## config.mk

```make
export PLATFORM = sky130hd
export DESIGN_NAME = victim_buffer_top
export DESIGN_NICKNAME = d
export VERILOG_FILES = /design/src/source/wb_pkg.sv /design/src/source/slot_bus_if.sv /design/src/source/snoop_responder.sv /design/src/source/victim_alloc.sv /design/src/source/victim_buffer_top.sv /design/src/source/victim_drain.sv /design/src/source/victim_slot.sv
export VERILOG_INCLUDE_DIRS = /design/src /design/src/include
export SDC_FILE = /design/constraint.sdc
export NUM_CORES = 2
export LEC_CHECK = 0
export BUFFER_PORTS_ARGS = -buffer_cell sky130_fd_sc_hd__buf_2
export CAP_MARGIN = 20
export CORE_AREA = 2 2 453 545
export CTS_CLUSTER_SIZE = 40
export DETAILED_ROUTE_END_ITERATION = 8
export DIE_AREA = 0 0 455 547
export MAX_ROUTING_LAYER = met4
export PLACE_DENSITY_LB_ADDON = 0.15
export REMOVE_ABC_BUFFERS = 1
export SETUP_SLACK_MARGIN = 0.5
export SYNTH_ARGS = -nofsm -noshare
export SYNTH_HDL_FRONTEND = slang
export SYNTH_SLANG_ARGS = --single-unit
```

## constraint.sdc

```tcl
create_clock -name clk -period 10.9 [get_ports clk]
set_input_delay 2.18 -clock clk [delete_from_list [all_inputs] [get_ports clk]]
set_output_delay 2.18 -clock clk [all_outputs]
set_load 0.005 [all_outputs]
```

## src/include/wb_defines.svh

```systemverilog
`ifndef WB_DEFINES_SVH
`define WB_DEFINES_SVH

`define WB_SLOTS 4
`define WB_SLOT_W 2

`define WB_BEATS 4
`define WB_BEAT_BITS 64

`define WB_LINE_ADDR_BITS 26
`define WB_OFFSET_BITS 6

`define WB_IDS 2
`define WB_ID_W 1

`endif

```

## src/source/wb_pkg.sv

```systemverilog
`include "wb_defines.svh"

package wb_pkg;

    // Cache line address without the byte offset.
    typedef logic [`WB_LINE_ADDR_BITS-1:0] line_addr_t;

    typedef logic [`WB_BEATS-1:0][`WB_BEAT_BITS-1:0] line_data_t; // Beat 0 goes out first.

    typedef logic [`WB_SLOT_W-1:0] slot_idx_t;

    typedef logic [`WB_ID_W-1:0] wr_id_t;

    // Dirty lines are written clean and clean lines only evicted.
    typedef enum logic {
        OP_WRITE_CLEAN = 1'b0,
        OP_WRITE_EVICT = 1'b1
    } wb_op_t;

endpackage

```

## src/source/slot_bus_if.sv

```systemverilog
`timescale 1ns/1ps

interface slot_bus_if;
    import wb_pkg::*;

    logic reserve;
    logic fill_en;
    slot_idx_t fill_idx;
    logic fill_present;
    line_addr_t fill_addr;
    line_data_t fill_data;
    logic fill_dirty;
    line_addr_t store_addr;

    logic launch;
    logic release_en;

    line_addr_t snoop_addr;
    logic snoop_clean; // Already qualified with the snoop request.

    logic busy;
    logic ready;
    logic present;
    line_addr_t addr;
    line_data_t data;
    logic dirty;
    logic store_hit;
    logic snoop_hit;

    modport slot (
        input reserve, fill_en, fill_idx, fill_present, fill_addr, fill_data, fill_dirty,
        input store_addr, launch, release_en, snoop_addr, snoop_clean,
        output busy, ready, present, addr, data, dirty, store_hit, snoop_hit
    );
    modport alloc (
        output reserve, fill_en, fill_idx, fill_present, fill_addr, fill_data, fill_dirty,
        output store_addr,
        input busy, store_hit
    );
    modport drain (
        output launch, release_en,
        input ready, present, addr, data, dirty, snoop_clean, snoop_hit
    );
    modport snoop (
        output snoop_addr, snoop_clean,
        input snoop_hit, data, dirty
    );
endinterface

```

## src/source/snoop_responder.sv

```systemverilog
`timescale 1ns/1ps
`include "wb_defines.svh"

module snoop_responder (
    input  logic               clk,
    input  logic               rst,
    slot_bus_if.snoop          slots [`WB_SLOTS],
    input  logic               snoop_en,
    input  logic               snoop_clean,
    input  wb_pkg::line_addr_t snoop_addr,
    input  logic               fill_en,
    input  wb_pkg::line_addr_t fill_addr,
    input  wb_pkg::line_data_t fill_data,
    input  logic               fill_dirty,
    output logic               snoop_hit,
    output wb_pkg::line_data_t snoop_data,
    output logic               snoop_dirty
);
    import wb_pkg::*;

    logic [`WB_SLOTS-1:0] hit_v;
    line_data_t data_v [`WB_SLOTS];
    logic [`WB_SLOTS-1:0] dirty_v;
    line_data_t hit_data;
    logic hit_dirty;
    logic fill_hit;

    for (genvar i = 0; i < `WB_SLOTS; i++) begin : g_slot
        assign slots[i].snoop_addr = snoop_addr;
        assign slots[i].snoop_clean = snoop_en && snoop_clean;
        assign hit_v[i] = slots[i].snoop_hit;
        assign data_v[i] = slots[i].data;
        assign dirty_v[i] = slots[i].dirty;
    end

    // At most one slot holds a line, so the hits are one-hot.
    always_comb begin
        hit_data = '0;
        for (int i = 0; i < `WB_SLOTS; i++) begin
            if (hit_v[i]) hit_data = hit_data | data_v[i];
        end
    end

    assign hit_dirty = |(hit_v & dirty_v);
    assign fill_hit = fill_en && (fill_addr == snoop_addr); // Fill in flight wins.

    always_ff @(posedge clk or negedge rst) begin
        if (!rst) snoop_hit <= 1'b0;
        else if (snoop_en) snoop_hit <= (|hit_v) || fill_hit;
    end

    always_ff @(posedge clk) begin
        if (snoop_en) begin
            snoop_data <= fill_hit ? fill_data : hit_data;
            snoop_dirty <= fill_hit ? fill_dirty : hit_dirty;
        end
    end
endmodule

```

## src/source/victim_alloc.sv

```systemverilog
`timescale 1ns/1ps
`include "wb_defines.svh"

module victim_alloc (
    input  logic               clk,
    input  logic               rst,
    slot_bus_if.alloc          slots [`WB_SLOTS],
    input  logic               alloc_en,
    input  wb_pkg::line_addr_t store_addr,
    output wb_pkg::slot_idx_t  alloc_idx,
    output logic               store_hit,
    output logic               full,
    input  logic               fill_en,
    input  wb_pkg::slot_idx_t  fill_idx,
    input  logic               fill_present,
    input  wb_pkg::line_addr_t fill_addr,
    input  wb_pkg::line_data_t fill_data,
    input  logic               fill_dirty
);
    import wb_pkg::*;

    logic [`WB_SLOTS-1:0] busy_v;
    logic [`WB_SLOTS-1:0] hit_v;
    slot_idx_t free_idx;
    slot_idx_t hit_idx;
    logic lookup_hit;
    logic all_busy;
    logic alloc_go;

    assign lookup_hit = |hit_v;
    assign all_busy = &busy_v;
    assign alloc_go = alloc_en && !lookup_hit && !all_busy;

    always_comb begin
        free_idx = '0;
        hit_idx = '0;
        for (int i = `WB_SLOTS - 1; i >= 0; i--) begin
            if (!busy_v[i]) free_idx = slot_idx_t'(i); // Lowest free wins.
        end
        for (int i = 0; i < `WB_SLOTS; i++) begin
            if (hit_v[i]) hit_idx = slot_idx_t'(i);
        end
    end

    for (genvar i = 0; i < `WB_SLOTS; i++) begin : g_slot
        assign busy_v[i] = slots[i].busy;
        assign hit_v[i] = slots[i].store_hit;
        assign slots[i].reserve = alloc_go && (free_idx == slot_idx_t'(i));
        assign slots[i].fill_en = fill_en;
        assign slots[i].fill_idx = fill_idx;
        assign slots[i].fill_present = fill_present;
        assign slots[i].fill_addr = fill_addr;
        assign slots[i].fill_data = fill_data;
        assign slots[i].fill_dirty = fill_dirty;
        assign slots[i].store_addr = store_addr;
    end

    always_ff @(posedge clk or negedge rst) begin
        if (!rst) begin
            alloc_idx <= '0;
            store_hit <= 1'b0;
            full <= 1'b0;
        end else begin
            alloc_idx <= lookup_hit ? hit_idx : free_idx;
            store_hit <= lookup_hit;
            full <= all_busy;
        end
    end
endmodule

```

## src/source/victim_buffer_top.sv

```systemverilog
`timescale 1ns/1ps
`include "wb_defines.svh"

module victim_buffer_top (
    input  logic                                          clk,
    input  logic                                          rst,
    input  logic                                          alloc_en,
    input  wb_pkg::line_addr_t                            store_addr,
    output wb_pkg::slot_idx_t                             alloc_idx,
    output logic                                          store_hit,
    output logic                                          full,
    input  logic                                          fill_en,
    input  wb_pkg::slot_idx_t                             fill_idx,
    input  logic                                          fill_present,
    input  wb_pkg::line_addr_t                            fill_addr,
    input  wb_pkg::line_data_t                            fill_data,
    input  logic                                          fill_dirty,
    input  logic                                          snoop_en,
    input  logic                                          snoop_clean,
    input  wb_pkg::line_addr_t                            snoop_addr,
    output logic                                          snoop_hit,
    output wb_pkg::line_data_t                            snoop_data,
    output logic                                          snoop_dirty,
    output logic                                          aw_valid,
    input  logic                                          aw_ready,
    output wb_pkg::wr_id_t                                aw_id,
    output logic [`WB_LINE_ADDR_BITS+`WB_OFFSET_BITS-1:0] aw_addr,
    output wb_pkg::wb_op_t                                aw_op,
    output logic                                          w_valid,
    input  logic                                          w_ready,
    output logic [`WB_BEAT_BITS-1:0]                      w_data,
    output logic                                          w_last,
    input  logic                                          b_valid,
    input  wb_pkg::wr_id_t                                b_id
);
    import wb_pkg::*;

    slot_bus_if slot_bus [`WB_SLOTS] ();

    for (genvar i = 0; i < `WB_SLOTS; i++) begin : g_slot
        victim_slot victim_slot_i (
            .clk(clk), .rst(rst), .bus(slot_bus[i]), .slot_idx(slot_idx_t'(i))
        );
    end

    victim_alloc victim_alloc_i (
        .clk(clk), .rst(rst), .slots(slot_bus),
        .alloc_en(alloc_en), .store_addr(store_addr), .alloc_idx(alloc_idx),
        .store_hit(store_hit), .full(full),
        .fill_en(fill_en), .fill_idx(fill_idx), .fill_present(fill_present),
        .fill_addr(fill_addr), .fill_data(fill_data), .fill_dirty(fill_dirty)
    );

    victim_drain victim_drain_i (
        .clk(clk), .rst(rst), .slots(slot_bus),
        .aw_valid(aw_valid), .aw_ready(aw_ready), .aw_id(aw_id), .aw_addr(aw_addr),
        .aw_op(aw_op), .w_valid(w_valid), .w_ready(w_ready), .w_data(w_data),
        .w_last(w_last), .b_valid(b_valid), .b_id(b_id)
    );

    snoop_responder snoop_responder_i (
        .clk(clk), .rst(rst), .slots(slot_bus),
        .snoop_en(snoop_en), .snoop_clean(snoop_clean), .snoop_addr(snoop_addr),
        .fill_en(fill_en), .fill_addr(fill_addr), .fill_data(fill_data),
        .fill_dirty(fill_dirty), .snoop_hit(snoop_hit), .snoop_data(snoop_data),
        .snoop_dirty(snoop_dirty)
    );
endmodule

```

## src/source/victim_drain.sv

```systemverilog
`timescale 1ns/1ps
`include "wb_defines.svh"

module victim_drain (
    input  logic                                             clk,
    input  logic                                             rst,
    slot_bus_if.drain                                        slots [`WB_SLOTS],
    output logic                                             aw_valid,
    input  logic                                             aw_ready,
    output wb_pkg::wr_id_t                                   aw_id,
    output logic [`WB_LINE_ADDR_BITS+`WB_OFFSET_BITS-1:0]    aw_addr,
    output wb_pkg::wb_op_t                                   aw_op,
    output logic                                             w_valid,
    input  logic                                             w_ready,
    output logic [`WB_BEAT_BITS-1:0]                         w_data,
    output logic                                             w_last,
    input  logic                                             b_valid,
    input  wb_pkg::wr_id_t                                   b_id
);
    import wb_pkg::*;

    localparam int BEAT_W = $clog2(`WB_BEATS);

    typedef enum logic [1:0] {IDLE, ADDRESS, WRITE, WAIT_B} drain_state_t;

    drain_state_t state;
    logic [`WB_SLOTS-1:0] ready_v, present_v, dirty_v, snoop_rel;
    line_addr_t addr_v [`WB_SLOTS];
    line_data_t data_v [`WB_SLOTS];
    slot_idx_t last_idx, sel_idx, cand, proc_idx;
    logic sel_found, go, drop_q;
    logic [`WB_IDS-1:0] id_busy, map_valid;
    slot_idx_t id_map [`WB_IDS];
    wr_id_t free_id;
    logic id_free_any;
    line_addr_t line_addr_q;
    line_data_t line_data_q;
    logic [BEAT_W-1:0] beat;

    always_comb begin
        sel_found = 1'b0;
        sel_idx = last_idx;
        cand = last_idx;
        for (int k = 1; k <= `WB_SLOTS; k++) begin
            cand = slot_idx_t'(last_idx + k); // Round-robin from the last launch.
            if (!sel_found && ready_v[cand]) begin
                sel_found = 1'b1;
                sel_idx = cand;
            end
        end
        free_id = '0;
        for (int j = `WB_IDS - 1; j >= 0; j--) begin
            if (!id_busy[j]) free_id = wr_id_t'(j);
        end
    end

    assign id_free_any = !(&id_busy);
    // A line being cleaned by a snoop this cycle is not started.
    assign go = (state == IDLE) && sel_found && id_free_any && !snoop_rel[sel_idx];

    for (genvar i = 0; i < `WB_SLOTS; i++) begin : g_slot
        assign ready_v[i] = slots[i].ready;
        assign present_v[i] = slots[i].present;
        assign dirty_v[i] = slots[i].dirty;
        assign addr_v[i] = slots[i].addr;
        assign data_v[i] = slots[i].data;
        assign snoop_rel[i] = slots[i].snoop_clean && slots[i].snoop_hit;
        assign slots[i].launch = go && (sel_idx == slot_idx_t'(i));
        assign slots[i].release_en = (drop_q && (proc_idx == slot_idx_t'(i))) ||
            (b_valid && map_valid[b_id] && (id_map[b_id] == slot_idx_t'(i)));
    end

    always_ff @(posedge clk or negedge rst) begin
        if (!rst) begin
            state <= IDLE;
            aw_valid <= 1'b0;
            w_valid <= 1'b0;
            w_last <= 1'b0;
            beat <= '0;
            drop_q <= 1'b0;
            last_idx <= slot_idx_t'(`WB_SLOTS - 1);
            id_busy <= '0;
            map_valid <= '0;
        end else begin
            case (state)
                IDLE: begin
                    if (go) begin
                        last_idx <= sel_idx;
                        if (present_v[sel_idx]) begin
                            state <= ADDRESS;
                            aw_valid <= 1'b1;
                            id_busy[free_id] <= 1'b1;
                            map_valid[free_id] <= 1'b1;
                        end else begin
                            state <= WAIT_B;
                            drop_q <= 1'b1; // No line, so just free the slot.
                        end
                    end
                end
                ADDRESS: begin
                    if (aw_ready) begin
                        aw_valid <= 1'b0;
                        w_valid <= 1'b1;
                        beat <= '0;
                        w_last <= (`WB_BEATS == 1);
                        state <= WRITE;
                    end
                end
                WRITE: begin
                    if (w_ready) begin
                        beat <= beat + 1'b1;
                        w_last <= (beat == BEAT_W'(`WB_BEATS - 2));
                        if (w_last) begin
                            w_valid <= 1'b0;
                            w_last <= 1'b0;
                            state <= WAIT_B;
                        end
                    end
                end
                default: begin
                    drop_q <= 1'b0;
                    state <= IDLE;
                end
            endcase
            if (b_valid) begin
                id_busy[b_id] <= 1'b0;
                map_valid[b_id] <= 1'b0;
            end
            for (int j = 0; j < `WB_IDS; j++) begin
                if (map_valid[j] && snoop_rel[id_map[j]]) map_valid[j] <= 1'b0;
            end
        end
    end

    // Local copy of the line, so a snoop cannot disturb a burst.
    always_ff @(posedge clk) begin
        if (go) begin
            proc_idx <= sel_idx;
            line_addr_q <= addr_v[sel_idx];
            line_data_q <= data_v[sel_idx];
            aw_op <= dirty_v[sel_idx] ? OP_WRITE_CLEAN : OP_WRITE_EVICT;
            aw_id <= free_id;
            id_map[free_id] <= sel_idx;
        end
    end

    assign aw_addr = {line_addr_q, {`WB_OFFSET_BITS{1'b0}}};
    assign w_data = line_data_q[beat];
endmodule

```

## src/source/victim_slot.sv

```systemverilog
`timescale 1ns/1ps

module victim_slot (
    input  logic              clk,
    input  logic              rst,
    slot_bus_if.slot          bus,
    input  wb_pkg::slot_idx_t slot_idx
);
    import wb_pkg::*;

    logic busy;
    logic filled;
    logic launched;
    logic present;
    line_addr_t addr;
    line_data_t data;
    logic dirty;
    logic fill_hit;
    logic snoop_rel;

    assign fill_hit = bus.fill_en && (bus.fill_idx == slot_idx);
    assign snoop_rel = bus.snoop_clean && bus.snoop_hit; // Snooper takes the line.

    always_ff @(posedge clk or negedge rst) begin
        if (!rst) begin
            busy <= 1'b0;
            filled <= 1'b0;
            launched <= 1'b0;
            present <= 1'b0;
        end else begin
            if (bus.reserve) begin
                busy <= 1'b1;
                filled <= 1'b0;
                launched <= 1'b0;
                present <= 1'b0;
            end
            if (fill_hit) begin
                filled <= 1'b1;
                present <= bus.fill_present;
            end
            if (bus.launch) launched <= 1'b1;
            if (bus.release_en || snoop_rel) begin
                busy <= 1'b0;
                present <= 1'b0;
            end
        end
    end

    always_ff @(posedge clk) begin
        if (fill_hit) begin
            addr <= bus.fill_addr;
            data <= bus.fill_data;
            dirty <= bus.fill_dirty;
        end
    end

    assign bus.busy = busy;
    assign bus.ready = busy && filled && !launched;
    assign bus.present = present;
    assign bus.addr = addr;
    assign bus.data = data;
    assign bus.dirty = dirty;

    // Only a buffered line can match.
    assign bus.store_hit = busy && present && (addr == bus.store_addr);
    assign bus.snoop_hit = busy && present && (addr == bus.snoop_addr);
endmodule

```

# Word level (Yosys, flattened, before mapping)
# Memories as Yosys holds them, arrays and structs flattened.
# Cells that the tools add are included.
[op_classes] add_sub_neg=5 magnitude_cmp=13 n_eq_ne=33 n_mux=120 bitwise=11 reduce_logical=115
[op_table] cell="$mux 256" n=7
[op_table] cell="$or 256x256->256" n=3
[op_table] cell="$bmux 256 s2" n=1
[op_table] cell="$eq 26x26->1" n=9
[op_table] cell="$bmux 64 s2" n=1
[op_table] cell="$mux 1" n=64
[op_table] cell="$mux 64" n=1
[op_table] cell="$logic_and 1x1->1" n=59
[op_table] cell="$bmux 26 s2" n=1
[op_table] cell="$mux 2" n=26
[op_table] cell="$mux 26" n=2
[op_table] cell="$reduce_bool 2->1" n=14
[op_table] cell="$eq 2x2->1 const B" n=12
[op_table] cell="$lt 2x3->1 const B" n=8
[op_table] cell="$bmux 1 s2" n=9
[op_table] cell="$reduce_and 4->1" n=4
[op_table] cell="$eq 2x1->1 const B" n=6
[op_table] cell="$logic_not 2->1" n=6
[op_table] cell="$reduce_bool 3->1" n=4
[op_table] cell="$reduce_or 4->1" n=3
[op_table] cell="$logic_not 1->1" n=11
[op_table] cell="$logic_or 1x1->1" n=9
[op_table] cell="$ne 2x2->1 const B" n=4
[op_table] cell="$pmux 1 s2" n=4
[op_table] cell="18 further kinds" n=29
[word_totals] register_bits=1710 ramBits=4 in_bits=348 elab_cells=364 memories=1
[memory_table] name="victim_drain_i.id_map" words=2 width=2 rd=3 rd_clocked_by_memory_dff=0 write_ports=1 line="victim_drain.sv:33" text="slot_idx_t id_map [`WB_IDS];"

# Logic depth before layout (Yosys ltp)
[logic_depth] word_depth=23 mapped_depth=11 depth_no_buf=8

# Hierarchy
# A second synthesis with hierarchy kept.
[unflattened] hier_cells=6745 area_unflattened_um2=84090.6
[modules_own_cells] module="victim_slot" instances=4 cells_each=375 area_per_inst_um2=9312.7 seq_area_each_um2=8598.2
[modules_own_cells] module="victim_drain" instances=1 cells_each=2392 area_per_inst_um2=20000.4 seq_area_each_um2=9061.2
[modules_own_cells] module="snoop_responder" instances=1 cells_each=1577 area_per_inst_um2=17220.3 seq_area_each_um2=7742.4
[modules_own_cells] module="victim_alloc" instances=1 cells_each=1274 area_per_inst_um2=9611.7 seq_area_each_um2=100.1
[modules_own_cells] module="victim_buffer_top" instances=1 cells_each=2 area_per_inst_um2=7.5 seq_area_each_um2=0.0

# Least setup slack after synthesis
# Ideal clock, no wire load.
[synth_path] path_type="in2reg" start="in fill_idx[1]" end="reg g_slot[0].victim_slot_i.addr[0], enable pin" setup_ns=1.345 arrival_time_ns=22.776 setup_slack_ns=-13.222 path_stages=1 cell_sequence="nor3b_1"
[synth_between] elab_chain_cells=2
[synth_rtl] element="start, declared" line="victim_buffer_top.sv:13" text="input wb_pkg::slot_idx_t fill_idx,"
[synth_rtl] element="$logic_not 2->1" line="victim_slot.sv:21" text="assign fill_hit = bus.fill_en && (bus.fill_idx == slot_idx);"
[synth_rtl] element="$logic_and 1x1->1" line="victim_slot.sv:21"
[synth_rtl] element="end signal, assigned" line="victim_slot.sv:51" text="addr <= bus.fill_addr;"
[synth_rtl] element="end, declared" line="victim_slot.sv:15" text="line_addr_t addr;"
# Every way passes these cells.
# A chain may end at the register's enable or synchronous reset.

# Worst setup path after layout
[layout_path] start="reg g_slot[0].victim_slot_i.busy" end="reg victim_drain_i.line_data_q[13] in the netlist's numbering, enable pin"
[layout_between] elab_chain_cells=18 elab_cells_between_ends=33 cone_classes="18 x mux; 15 x reduce/logical"
[layout_rtl] element="start, declared" line="victim_slot.sv:11" text="logic busy;"
[layout_rtl] element="start signal, assigned" line="victim_slot.sv:26" text="busy <= 1'b0;"
[layout_rtl] element="start signal, assigned" line="victim_slot.sv:32" text="busy <= 1'b1;"
[layout_rtl] element="start signal, assigned" line="victim_slot.sv:43" text="busy <= 1'b0;"
[layout_rtl] element="$logic_and 1x1->1 (2 in series)" line="victim_slot.sv:58" text="assign bus.ready = busy && filled && !launched;"
[layout_rtl] element="$bmux 1 s2" line="victim_drain.sv:46" text="if (!sel_found && ready_v[cand]) begin"
[layout_rtl] element="$mux 1 (implied by the code)" line="victim_drain.sv:46"
[layout_rtl] element="$mux 1" line="victim_drain.sv:46"
[layout_rtl] element="$logic_not 1->1" line="victim_drain.sv:46"
[layout_rtl] element="$logic_and 1x1->1" line="victim_drain.sv:46"
[layout_rtl] element="$mux 1" line="victim_drain.sv:46"
[layout_rtl] element="$logic_not 1->1" line="victim_drain.sv:46"
[layout_rtl] element="$logic_and 1x1->1" line="victim_drain.sv:46"
[layout_rtl] element="$mux 1" line="victim_drain.sv:46"
[layout_rtl] element="$logic_not 1->1" line="victim_drain.sv:46"
[layout_rtl] element="$logic_and 1x1->1" line="victim_drain.sv:46"
[layout_rtl] element="$mux 2" line="victim_drain.sv:46"
[layout_rtl] element="$bmux 1 s2" line="victim_drain.sv:59" text="assign go = (state == IDLE) && sel_found && id_free_any && !snoop_rel[sel_idx];"
[layout_rtl] element="$mux 1 (implied by the code)" line="victim_drain.sv:59"
[layout_rtl] element="$logic_not 1->1" line="victim_drain.sv:59"
[layout_rtl] element="$logic_and 1x1->1 *" line="victim_drain.sv:59"
[layout_rtl] element="end signal, assigned" line="victim_drain.sv:140" text="line_data_q <= data_v[sel_idx];"
[layout_rtl] element="end, declared" line="victim_drain.sv:37" text="line_data_t line_data_q;"
# Mark *: on every way between the ends. The rest lies on a longest branch, timed or not. The select of a mux whose other input is x is not followed.

==> out/metrics.yaml <==
rsz0062_at_grt: "false"
synth_area_per_cell_um2: 13.29
die_h_um: 547
fmax_mhz: 159.9
cts_buffers: 193
yosysTopAreaCell: "edfxtp_1"
slowest_delay_ns: 0.87
crit_type: "reg -> reg"
syn-cell-area_um2: 72720
wl_per_cell_um: 27.04
crit_family: "buffers and inverters"
cp-end-kind: "register"
worstPathCellList: "nand3b_1, o2bb2ai_1, a211oi_4, buf_12, inv_8, nand3_1, o22ai_2, or2_2, inv_8, buf_4, buf_4"
vias: 49922
post_cts_buffers: 0
layout_commonest_cell: "edfxtp_1"
cts_max_path_buffers: 4
routabilityCongestion: 0.8832
synth_seq_area_share_pct: 70.54
antenna_found_initial: 81
finalSetupViolCount: 0
fin_nets: 6377
postCtsHoldBufs: 0
finClkSkew_ns: 0.05083
ir_drop_v: 0.0004612
status: "complete, no violations"
fp.coreArea_um2: 243800
slew_headroom_pct: 13.25
routed_via_density: 5.288
cts_tree: "yes"
ys_warn_count: 0
start_util_pct: 29.83
cts.htree.levels: 4
worst_slew_pin_slew_ns: 1.301
drtAntennaViolNets: 0
clk_pin_slew_worst_paths_ns: 0.06
ys_top_cells_by_area: "edfxtp_1 69%, nand2_1 6.0%, a22oi_1 5.3%"
dpl-instance-area_um2: 79500
rows: 199
worst_hold_path_type: "reg -> reg"
synthCells: 5474
critPathSlowestCell: "buf_4"
slew_violations: 0
final_design_area_no_fill_um2: 85480
synth_flop_cell: "edfxtp_1"
grt_pass1_wl_um: 360700
hpwl_um: 145800
drc: 0
grt_max_degree: 206
wl_um: 255300
overflow: 0
worst-path-max-fanout: 122
synth-seq-cells: 1714
p_leak_nw: 29.91
cap_viol_max_count: 0
post-route-period-util_pct: 57.37
io_pins: 711
synth_cell_types: 70
port_buffers: 704
die_w_um: 455
drt_pass1_iterations: 6
first_global_vias: 48204
synth_edf_count: 1679
finalHoldViolCount: 0
postCtsResizedCells: 0
cp.buffers_inverters: 5
cp-start-kind: "register"
worstPathArrival_ns: 6.71
drtIter0Drc: 4695
critPathRequiredTime_ns: 11.36
power.density_nw_per_um2: 281.5
insertion_delay_ns: 0.87
period_needed_ns: 6.253
clkSinkCount: 1714
area.growth.synth_to_final_pct: 17.54
netlist.area_leader.share_pct: 69.33
finalSetupTns_ns: 0
layout_common_cells: "1,679 x edfxtp_1, 1,162 x nand2_1, 703 x buf_2"
layout-drive-gt1-share_pct: 17.90
dieArea_um2: 248900
ys_async_sr_fraction_pct: 2.042
cts_root_buf: "clkbuf_16"
track_usage_pct: 20.31
## stage by stage
step | worst slack (ns) | hold WS, ns | cells | util [%] | total power, W
global placement | 4.283 | 0.4618 | 9045 | 32.61 | 0.01807
detailed placement | 4.242 | 0.4689 | 9045 | 32.61 | 0.01813
global route | 4.268 | 0.5008 | 9428 | 35.05 | 0.02538
CTS | 4.458 | 0.4824 | 9388 | 35.01 | 0.02443
floorplan | -90.91 | 0.4475 | 5061 | - | 0.01329
finish | 4.647 | 0.4919 | 9441 | 35.07 | 0.02406
## per-layer routing
| layer | global-route usage, % | wire length [um] | share of wire, % | vias up |
|---|---|---|---|---|
| met5 | - | 0 | 0 | - |
| met4 | 5.311 | 6197 | 2.4 | 0 |
| met1 | 26.74 | 109500 | 43 | 25538 |
| met2 | 31.96 | 121300 | 48 | 1914 |
| met3 | 4.016 | 18310 | 7.2 | 395 |
| li1 | - | - | - | 22075 |
## cell type report
type                       count  area [um^2]
antenna                       53        132.6
clock buffer                 238         4999
clock inverter               105        850.8
fill                       23594       158300
inverter                      22        112.6
multi-input combinational   3325        19740
sequential                  1714        51300
tap                         3216         4024
timing repair buffer         768         4314
## synth_stat cells (3+ instances only)
library cell	n
inv_1	22
nor4b_1	3
edfxtp_1	1679
a32o_1	4
o21a_1	3
nor3_1	6
clkbuf_1	319
and3_1	284
nor2b_1	4
a22oi_1	515
ha_1	5
nand3_1	19
nor2_1	275
and3b_1	3
mux4_2	66
dfrtp_1	33
xnor2_1	92
nand4_1	36
nand2_1	1162
xor2_1	142
o2bb2ai_1	4
nand4b_1	4
buf_6	3
nand2b_1	9
a21oi_1	9
buf_2	45
o211ai_1	4
buf_1	45
a21o_1	7
nor4_1	54
o22ai_1	5
o21ai_0	12
a31oi_1	541
nand3b_1	5
buf_4	6
a22o_1	3
or4_1	6
## power breakdown
part | leakage (nW) | switching [W] | internal, W | total [W]
registers | 16.2 | 0.000425 | 0.00890 | 0.00933
clock network | 2.84 | 0.00272 | 0.00351 | 0.00623
logic | 10.9 | 0.00587 | 0.00264 | 0.00851
## state kept, by name (all words and copies together) (netlist names), 26 cells and up
| name | cells |
|---|---|
| victim_drain_i.line_data_q | 256 |
| g_slot.victim_slot_i.bus.data | 1024 |
| g_slot.victim_slot_i.bus.addr | 104 |
| victim_drain_i.line_addr_q | 26 |
| snoop_responder_i.snoop_data | 256 |
## cells by family after synthesis
group | Yosys count | share of synthesized area, %
simple gates | 1885 | 11.38
flops | 1714 | 70.54
compound gates | 1126 | 10.68
buf+inv | 440 | 2.410
xor+xnor | 234 | 2.818
mux | 69 | 2.087
fa+ha+maj | 5 | 0.08603
other cells | 1 | 0.005157
## worst paths after layout
check / startpoint / to / slack, ns / cells after the start
worst max-delay path: g_slot[0].victim_slot_i.bus.busy$_DFFE_PN0P_ / victim_drain_i.line_data_q[13]$_DFFE_PN_ / 4.65 / 11
worst min-delay path: g_slot[0].victim_slot_i.filled$_DFFE_PN0P_ / g_slot[0].victim_slot_i.filled$_DFFE_PN0P_ / 0.49 / 1
worst max register to register: g_slot[0].victim_slot_i.bus.busy$_DFFE_PN0P_ / victim_drain_i.line_data_q[13]$_DFFE_PN_ / 4.65 / 11
worst min register to register: g_slot[0].victim_slot_i.filled$_DFFE_PN0P_ / g_slot[0].victim_slot_i.filled$_DFFE_PN0P_ / 0.49 / 1
max in group asynchronous: rst / victim_drain_i.beat[1]$_DFFE_PN0P_ / 8.77 / 1
min in group asynchronous: rst / victim_alloc_i.alloc_idx[1]$_DFF_PN0_ / 1.45 / 1
## worst register-to-register path, stage by stage (launching register included)
cell and delay [ns]:
dfrtp_1 0.44, nand3b_1 0.19, o2bb2ai_1 0.21, a211oi_4 0.80, buf_12 0.68, inv_8 0.50
nand3_1 0.26, o22ai_2 0.15, or2_2 0.41, inv_8 0.46, buf_4 0.76, buf_4 0.92
No activity file was read; power rests on OpenSTA's default activity.
